`src/verilog/neoIoPkg.sv`:
```
package neoIoPkg;

	// Zone decode mask
	// A21 to A17 and A0 pick the register, A16 to A1 mirror
	localparam logic [23:0] IO_ZONE_MASK  = 24'h3E0001;

	// Read side
	localparam logic [23:0] ADDR_P1CNT    = 24'h300000;
	// Read gives the DIP bank, write kicks the watchdog
	localparam logic [23:0] ADDR_DIPSW    = 24'h300001;
	localparam logic [23:0] ADDR_STATUS_A = 24'h320001;
	localparam logic [23:0] ADDR_P2CNT    = 24'h340000;
	localparam logic [23:0] ADDR_STATUS_B = 24'h380000;

	// Write side, bit-write zones
	localparam logic [23:0] ADDR_BITW0    = 24'h380001;
	// System latch
	localparam logic [23:0] ADDR_BITW1    = 24'h3A0001;

	// BITW0 subregisters, taken from address bits 6 to 4
	localparam logic [2:0] SUB_POUTPUT    = 3'b000;
	localparam logic [2:0] SUB_CRDBANK    = 3'b001;
	localparam logic [2:0] SUB_SLOT       = 3'b010;
	localparam logic [2:0] SUB_LEDLATCHES = 3'b011;
	localparam logic [2:0] SUB_LEDDATA    = 3'b100;
	localparam logic [2:0] SUB_RTCCTRL    = 3'b101;
	// Counter and lockout bits live at 11x
	localparam logic [1:0] SUB_COUNTER_HI = 2'b11;

	// Number of cartridge slots on the board
	localparam int SLOT_COUNT = 6;

	// Cycles without a kick before the watchdog fires
	localparam int WDOG_CYCLES = 2048;
	localparam int WDOG_CNT_W  = $clog2(WDOG_CYCLES);

	// One access from the APB front end to both decoders
	typedef struct packed {
		logic        valid;
		logic        write;
		logic [23:0] addr;
		logic [7:0]  wdata;
	} ioReq_t;

	// Reply from one decoder
	typedef struct packed {
		logic       hit;
		logic [7:0] rdata;
	} ioRsp_t;

	// Listed MSB first, so select 0 lands on bit 0
	typedef struct packed {
		logic palBank;
		logic sramLock;
		logic systemN;
		logic regEnN;
		logic cardWeB;
		logic cardWeN;
		logic vecSel;
		logic shadow;
	} sysLatch_t;

	// Everything the output side drives onto the board
	typedef struct packed {
		logic [2:0] p1Out;
		logic [2:0] p2Out;
		logic [2:0] cardBank;
		logic [5:0] slotN;
		logic [7:0] ledOut1;
		logic [7:0] ledOut2;
		logic [2:0] rtcCtrl;
		logic [1:0] coinCounter;
		logic [1:0] lockout;
	} ioPins_t;

	// True when addr falls on the register at base, any mirror
	function automatic logic regMatch(input logic [23:0] addr, input logic [23:0] base);
		return (addr & IO_ZONE_MASK) == base;
	endfunction

endpackage

```
`src/verilog/ioApbFront.sv`:
```
module ioApbFront (
	input  logic             clk24M,
	input  logic             rst,
	input  logic             psel,
	input  logic             penable,
	input  logic             pwrite,
	input  logic [23:0]      paddr,
	input  logic [7:0]       pwdata,
	output logic [7:0]       prdata,
	output logic             pready,
	output logic             pslverr,
	output neoIoPkg::ioReq_t req,
	input  neoIoPkg::ioRsp_t rspIn,
	input  neoIoPkg::ioRsp_t rspOut
);
	import neoIoPkg::*;

	logic setupPhase;
	logic accessQ;
	logic writeQ;
	logic [23:0] addrQ;
	logic [7:0] wdataQ;
	ioRsp_t rspAll;

	// Setup is psel without penable
	assign setupPhase = psel & ~penable;

	// Transfer fields, captured on the setup edge
	always_ff @(posedge clk24M) begin
		if (setupPhase) begin
			addrQ <= paddr;
			writeQ <= pwrite;
			wdataQ <= pwdata;
		end
	end

	// High for the one access cycle that follows setup
	always_ff @(posedge clk24M) begin
		if (rst)
			accessQ <= 1'b0;
		else
			accessQ <= setupPhase;
	end

	// Same request fans out to both decoders
	assign req = '{valid: accessQ, write: writeQ, addr: addrQ, wdata: wdataQ};

	// Non-hitting decoder returns zeros, so OR merges cleanly
	assign rspAll = '{hit: rspIn.hit | rspOut.hit, rdata: rspIn.rdata | rspOut.rdata};

	assign prdata = rspAll.rdata;
	// Zero wait states
	assign pready = accessQ;
	// Nobody claimed the access
	assign pslverr = accessQ & ~rspAll.hit;

	// Access phase only ever follows a setup phase with psel kept high
	assert property (@(posedge clk24M) disable iff (rst)
		penable |-> psel && $past(psel && !penable));

endmodule

```
`src/verilog/ioInputPorts.sv`:
```
module ioInputPorts (
	input  logic             clk24M,
	input  logic             rst,
	input  logic [9:0]       p1In,
	input  logic [9:0]       p2In,
	input  logic [7:0]       dipSw,
	input  logic             testBtn,
	input  neoIoPkg::ioReq_t req,
	output neoIoPkg::ioRsp_t rsp,
	output logic             wdogReset
);
	import neoIoPkg::*;

	// All board inputs, moved as one word through the synchronizer
	typedef struct packed {
		logic [9:0] p1;
		logic [9:0] p2;
		logic [7:0] dip;
		logic       test;
	} pinIn_t;

	pinIn_t pinRaw;
	pinIn_t syncMeta;
	pinIn_t syncQ;
	logic isRead;
	logic kick;
	logic rdHit;
	logic [7:0] rdSel;
	logic [WDOG_CNT_W-1:0] wdogCnt;
	logic wdogExpire;
	logic wdogFlag;

	assign pinRaw = '{p1: p1In, p2: p2In, dip: dipSw, test: testBtn};

	// Two stages, pins are asynchronous to clk24M
	always_ff @(posedge clk24M) begin
		syncMeta <= pinRaw;
		syncQ <= syncMeta;
	end

	assign isRead = req.valid & ~req.write;
	// Only DIPSW is writable here
	assign kick = req.valid & req.write & regMatch(req.addr, ADDR_DIPSW);

	// Read mux, every register reads back active low
	always_comb begin
		rdHit = 1'b0;
		rdSel = 8'h00;
		if (isRead) begin
			if (regMatch(req.addr, ADDR_P1CNT)) begin
				rdHit = 1'b1;
				rdSel = ~syncQ.p1[7:0];
			end else if (regMatch(req.addr, ADDR_P2CNT)) begin
				rdHit = 1'b1;
				rdSel = ~syncQ.p2[7:0];
			end else if (regMatch(req.addr, ADDR_DIPSW)) begin
				rdHit = 1'b1;
				rdSel = ~syncQ.dip;
			end else if (regMatch(req.addr, ADDR_STATUS_B)) begin
				rdHit = 1'b1;
				// Bits 6 to 4 float high on the board
				rdSel = {~syncQ.test, 3'b111, ~syncQ.p2[9], ~syncQ.p2[8],
					~syncQ.p1[9], ~syncQ.p1[8]};
			end else if (regMatch(req.addr, ADDR_STATUS_A)) begin
				rdHit = 1'b1;
				rdSel = {7'b0, wdogFlag};
			end
		end
	end

	assign rsp = '{hit: rdHit | kick, rdata: rdSel};

	assign wdogExpire = (wdogCnt == WDOG_CNT_W'(WDOG_CYCLES - 1));

	// Watchdog, restarts after firing so it keeps pulsing while ignored
	always_ff @(posedge clk24M) begin
		if (rst) begin
			wdogCnt <= '0;
			wdogReset <= 1'b0;
			wdogFlag <= 1'b0;
		end else begin
			wdogReset <= 1'b0;
			if (kick) begin
				wdogCnt <= '0;
				wdogFlag <= 1'b0;
			end else if (wdogExpire) begin
				wdogCnt <= '0;
				wdogReset <= 1'b1;
				// Sticky until the next kick
				wdogFlag <= 1'b1;
			end else begin
				wdogCnt <= wdogCnt + 1'b1;
			end
		end
	end

	// No reply unless the front end is in an access cycle
	assert property (@(posedge clk24M) disable iff (rst) !req.valid |-> !rsp.hit);

endmodule

```
`src/verilog/ioOutputLatches.sv`:
```
module ioOutputLatches (
	input  logic                clk24M,
	input  logic                rst,
	input  neoIoPkg::ioReq_t    req,
	output neoIoPkg::ioRsp_t    rsp,
	output neoIoPkg::ioPins_t   pins,
	output neoIoPkg::sysLatch_t sysLatch
);
	import neoIoPkg::*;

	logic wrBitw0;
	logic wrBitw1;
	logic [2:0] sub;
	logic cntSel;
	logic [7:0] ledData;
	logic [1:0] ledPrev;
	logic [7:0] sysBits;
	logic [5:0] slotNext;

	assign wrBitw0 = req.valid & req.write & regMatch(req.addr, ADDR_BITW0);
	assign wrBitw1 = req.valid & req.write & regMatch(req.addr, ADDR_BITW1);

	// Subregister within BITW0
	assign sub = req.addr[6:4];
	assign cntSel = (sub[2:1] == SUB_COUNTER_HI);

	// One-hot low slot select, out of range deselects all
	always_comb begin
		slotNext = '1;
		if (req.wdata[2:0] < 3'(SLOT_COUNT))
			slotNext[req.wdata[2:0]] = 1'b0;
	end

	always_ff @(posedge clk24M) begin
		if (rst) begin
			pins <= '0;
			// No slot selected
			pins.slotN <= '1;
			ledData <= 8'h00;
			ledPrev <= 2'b00;
		end else if (wrBitw0) begin
			if (cntSel) begin
				// Address bit 4 is the value, bits 2:1 pick the output
				case (req.addr[2:1])
					2'd0: pins.coinCounter[0] <= req.addr[4];
					2'd1: pins.coinCounter[1] <= req.addr[4];
					2'd2: pins.lockout[0] <= req.addr[4];
					default: pins.lockout[1] <= req.addr[4];
				endcase
			end else begin
				case (sub)
					SUB_POUTPUT: begin
						pins.p1Out <= req.wdata[2:0];
						pins.p2Out <= req.wdata[5:3];
					end
					SUB_CRDBANK: pins.cardBank <= req.wdata[2:0];
					SUB_SLOT: pins.slotN <= slotNext;
					SUB_LEDLATCHES: begin
						// Rising edge on bit 4 or 5 latches the LED data
						if (req.wdata[4] & ~ledPrev[0])
							pins.ledOut1 <= ledData;
						if (req.wdata[5] & ~ledPrev[1])
							pins.ledOut2 <= ledData;
						ledPrev <= req.wdata[5:4];
					end
					SUB_LEDDATA: ledData <= req.wdata;
					SUB_RTCCTRL: pins.rtcCtrl <= req.wdata[2:0];
					default: ;
				endcase
			end
		end
	end

	// System latch, address bits 3:1 pick the flag, bit 4 is its value
	always_ff @(posedge clk24M) begin
		if (rst)
			sysBits <= 8'h00;
		else if (wrBitw1)
			sysBits[req.addr[3:1]] <= req.addr[4];
	end

	assign sysLatch = sysLatch_t'(sysBits);

	// Write-only block, never drives read data
	assign rsp = '{hit: wrBitw0 | wrBitw1, rdata: 8'h00};

	// At most one slot enabled at a time
	assert property (@(posedge clk24M) disable iff (rst) $countones(~pins.slotN) <= 1);

endmodule

```
`src/verilog/neoIoTop.sv`:
```
module neoIoTop (
	input  logic                clk24M,
	input  logic                rst,
	input  logic                psel,
	input  logic                penable,
	input  logic                pwrite,
	input  logic [23:0]         paddr,
	input  logic [7:0]          pwdata,
	output logic [7:0]          prdata,
	output logic                pready,
	output logic                pslverr,
	input  logic [9:0]          p1In,
	input  logic [9:0]          p2In,
	input  logic [7:0]          dipSw,
	input  logic                testBtn,
	output neoIoPkg::ioPins_t   pins,
	output neoIoPkg::sysLatch_t sysLatch,
	output logic                wdogReset
);
	import neoIoPkg::*;

	// Shared request, one reply per decoder
	ioReq_t req;
	ioRsp_t rspIn;
	ioRsp_t rspOut;

	// CPU-facing APB slave
	ioApbFront ioApbFront_i (
		.clk24M(clk24M), .rst(rst),
		.psel(psel), .penable(penable), .pwrite(pwrite),
		.paddr(paddr), .pwdata(pwdata),
		.prdata(prdata), .pready(pready), .pslverr(pslverr),
		.req(req), .rspIn(rspIn), .rspOut(rspOut)
	);

	// Joypads, DIPs, status and watchdog
	ioInputPorts ioInputPorts_i (
		.clk24M(clk24M), .rst(rst),
		.p1In(p1In), .p2In(p2In), .dipSw(dipSw), .testBtn(testBtn),
		.req(req), .rsp(rspIn), .wdogReset(wdogReset)
	);

	// Bit-write latches, counters and system latch
	ioOutputLatches ioOutputLatches_i (
		.clk24M(clk24M), .rst(rst),
		.req(req), .rsp(rspOut),
		.pins(pins), .sysLatch(sysLatch)
	);

endmodule

```
`config.mk`:
```
export PLATFORM = sky130hd
export DESIGN_NAME = neoIoTop
export DESIGN_NICKNAME = d
export VERILOG_FILES = /design/src/verilog/neoIoPkg.sv /design/src/verilog/ioApbFront.sv /design/src/verilog/ioInputPorts.sv /design/src/verilog/ioOutputLatches.sv /design/src/verilog/neoIoTop.sv
export SDC_FILE = /design/constraint.sdc
export NUM_CORES = 1
export LEC_CHECK = 0
export ABC_AREA = 1
export BUFFER_PORTS_ARGS = -buffer_cell sky130_fd_sc_hd__buf_2
export CORE_ASPECT_RATIO = 2
export CORE_MARGIN = 4
export CORE_UTILIZATION = 53
export DETAILED_ROUTE_END_ITERATION = 7
export GPL_ROUTABILITY_DRIVEN = 0
export GPL_TIMING_DRIVEN = 0
export PLACE_DENSITY = 0.81
export RECOVER_POWER = 25
export SLEW_MARGIN = 0
export SYNTH_ARGS = -nofsm -noshare
export SYNTH_HDL_FRONTEND = slang
export SYNTH_SLANG_ARGS = --single-unit
```
`constraint.sdc`:
```
create_clock -name clk24M -period 1.98 [get_ports clk24M]
set_input_delay 0.198 -clock clk24M [delete_from_list [all_inputs] [get_ports clk24M]]
set_output_delay 0.198 -clock clk24M [all_outputs]
set_load 0.01 [all_outputs]
```
==> flow_summary.json <==
{
  "cts_made_buffers": 17,
  "chipWidth_um": 77.7,
  "max_stage_delay_ns": 0.45,
  "p_leak_nw": 2.99,
  "cts-root-buf": "clkbuf_16",
  "core-area_um2": 9450,
  "period_minus_slack_ns": 2.13,
  "routed.top_layer": "met4",
  "max_freq_ghz": 0.470,
  "path_class": "flip-flop to output port",
  "h-tree-depth": 4,
  "max_slew_margin_pct": 63.7,
  "grt_pass1_vias": 4987,
  "start_util_pct": 54.5,
  "via_per_inst": 5.29,
  "wl_met1_mm": 5.29,
  "cp_data_arrival_time_ns": 1.93,
  "nNetsFinal": 823,
  "path_cells": "inv_2 > nand2_1 > nor2_4 > nand2_4 > o21ai_1 > nor2_1 > nor2_2 > buf_2",
  "final_cells": 899,
  "rows": 50,
  "tns_ns": -0.757,
  "ys_types": 26,
  "overflow": 0,
  "antenna_found_initial": 0,
  "power_density_nw_per_um2": 927,
  "start_kind": "flip-flop",
  "grt_usage_pct": 26.7,
  "place_area_um2": 5880,
  "detailed_place_hpwl_mm": 9.02,
  "hp-class": "input port to flip-flop",
  "drive_gt1_share_pct": 28.5,
  "endpoint_kind": "output port",
  "outcome": "finished with violations",
  "fin_crit_sh_pct": 107,
  "portBuffers": 109,
  "cp_top_family": "simple AND/OR/NAND/NOR gates",
  "cap_viol_max_count": 0,
  "syn_inst": 566,
  "initialDrtViolationCount": 389,
  "ios": 123,
  "violations": "negative setup slack",
  "vias": 4755,
  "grt_pass1_wl_mm": 23.5,
  "rrSetupSlack_ns": 0.22,
  "n_fill_cell": 573,
  "clk_pin_slew_ns": 0.07,
  "ys_ff_latch": 149,
  "met2WireLength_mm": 8.82,
  "placed_cells": 806,
  "route.detailed.wl_per_inst_um": 17.5,
  "ant_nets": 0,
  "layout_setup_ws_ns": -0.147,
  "syn_nets": 633,
  "regArea_um2": 3190,
  "area_growth_pct": 40.0,
  "final_hold_viol_count": 0,
  "yosys_warnings": 0,
  "path_buf_inv": 2,
  "die_y_um": 147,
  "drc": 0,
  "cpMaxStageDelayCell": "edfxtp_1",
  "clk_latency_ns": 0.43,
  "avgSynthCellArea_um2": 9.09,
  "clk_path_buf_depth": 2,
  "drt_pass1_iterations": 7,
  "rsz0062_at_grt": "yes",
  "design_area_um2": 7200,
  "dieArea_um2": 11400,
  "seq_area_frac_synth_pct": 62.1,
  "clock-sinks": 149,
  "worst_pin_slew_ns": 0.544,
  "required_ns": 1.78,
  "vdd_drop_max_mv": 0.798,
  "n_antenna_cell": 0,
  "cts_tree": "built",
  "finalSetupViolCount": 9,
  "routed_wl_mm": 15.7,
  "slew_violations": 0,
  "finClkSkew_ns": 0.0115,
  "grt_max_degree": 17,
  "wl_met3_um": 909,
  "syn-cell-area_um2": 5140,
  "cp_max_fo": 6,
  "multi_input_area_um2": 1800
}
flip-flops by register name, indices dropped and copies added (netlist names):
register	flops
ioInputPorts_i.syncMeta	29
ioInputPorts_i.syncQ	29
ioOutputLatches_i.ledPrev	2
ioApbFront_i.wdataQ	8
ioApbFront_i.writeQ	1
ioInputPorts_i.wdogReset	1
ioApbFront_i.addrQ	12
ioOutputLatches_i.ledData	8
ioOutputLatches_i.sysLatch	8
ioInputPorts_i.wdogCnt	11
ioApbFront_i.pready	1
ioOutputLatches_i.pins	38
ioInputPorts_i.wdogFlag	1
through the flow:
| step | utilization (%) | setup slack, ns | power (mW) | hold WS [ns] |
|---|---|---|---|---|
| floorplan | - | 0.441 | 3.39 | 0.226 |
| global placement | 61.9 | -0.133 | 3.49 | 0.300 |
| detailed placement | 62.3 | 0.157 | 3.51 | 0.302 |
| CTS | 75.4 | -0.0132 | 6.59 | 0.0644 |
| global route | 76.2 | -0.174 | 6.86 | 0.0917 |
| finish | 76.2 | -0.147 | 6.67 | 0.108 |
cell usage after synthesis:
cell / instances / area (um2)
clkbuf_1: 9 / 33.8
nand2_1: 119 / 447
nor2_2: 6 / 37.5
nand2_2: 4 / 25.0
a21oi_1: 52 / 260
or2_2: 1 / 6.26
inv_2: 2 / 7.51
o21ai_0: 11 / 55.1
nor2_8: 1 / 20.0
buf_4: 2 / 15.0
dfxtp_1: 128 / 2560
o21ai_1: 6 / 30.0
xnor2_1: 2 / 17.5
buf_6: 5 / 56.3
xor2_1: 2 / 17.5
buf_2: 4 / 20.0
a21oi_2: 4 / 35.0
inv_1: 42 / 158
nand4_1: 32 / 200
ha_1: 1 / 12.5
nor2_4: 3 / 33.8
nand3_1: 28 / 140
nor3_1: 15 / 75.1
edfxtp_1: 21 / 631
clkinv_1: 1 / 3.75
nor2_1: 65 / 244
layout by cell type (no fill, tap or decap):
cell type        n
a21oi_1         49
a21oi_2          7
buf_16           1
buf_2          111
buf_4           10
buf_6            8
buf_8            1
clkbuf_1         9
clkbuf_16       17
clkbuf_8         2
clkinv_1         1
clkinv_4         4
clkinvlp_4       1
dfxtp_1        128
dlygate4sd3_1   51
edfxtp_1        21
ha_1             1
inv_1           38
inv_2            6
inv_4            2
inv_6            5
inv_8            1
nand2_1        110
nand2_2         10
nand2_4          3
nand3_1         23
nand3_2          4
nand3_4          1
nand4_1         32
nor2_1          52
nor2_2          13
nor2_4           9
nor2_8           1
nor3_1          15
o21ai_0          5
o21ai_1         11
o21ai_2          1
or2_2            1
xnor2_1          2
xor2_1           2
layout make-up:
cell class / instances / area share (%)
Sequential cell: 149 / 44.4
Multi-Input combinational cell: 352 / 25.1
Clock inverter: 13 / 1.53
Inverter: 45 / 2.35
Buffer: 20 / 1.96
Timing Repair Buffer: 171 / 16.2
Clock buffer: 19 / 6.29
Tap cell: 130 / 2.26
cell families after synthesis:
group,after synthesis,synth area share [%]
buf+inv,65,5.72
fa+ha+maj,1,0.243
xor+xnor,4,0.681
flops,149,62.1
simple gates,274,23.9
compound gates,73,7.39
worst min-delay path, cell delays in order:
cell and delay [ns]:
buf_2 0.11, inv_1 0.10, nor3_1 0.07
repair_timing:
item | 4_1_cts | 5_1_grt
buffers inserted | 9 | 1
endpoints found under the setup margin | 9 | 9
endpoints found under the hold margin | 51 | 0
gates resized for setup | 34 | 25
pin swaps | 12 | 4
cloned | 1 | 0
hold buffers | 51 | 0
path summary, 6_finish.rpt:
check,start,to,depth (start not counted)
min reg2reg,ioInputPorts_i.syncMeta[11],ioInputPorts_i.syncQ[11],0
max,ioApbFront_i.addrQ[18],prdata[3],8
min,psel,ioApbFront_i.pready,3
max reg2reg,ioApbFront_i.addrQ[17],ioOutputLatches_i.pins[12],8
metal layers:
metal,vias up,global-route usage (%)
li1,2247,-
met1,2212,25.4
met2,236,49.2
met3,60,7.12
met4,0,16.3
met5,-,0
power breakdown:
part	switching, mW	total, mW	internal [mW]	leakage [nW]
clock network	1.37	3.07	1.71	0.278
registers	0.0578	3.23	3.17	1.25
logic	0.204	0.370	0.166	1.46
total	1.63	6.67	5.04	2.99
Power figures use the tool's default switching activity.
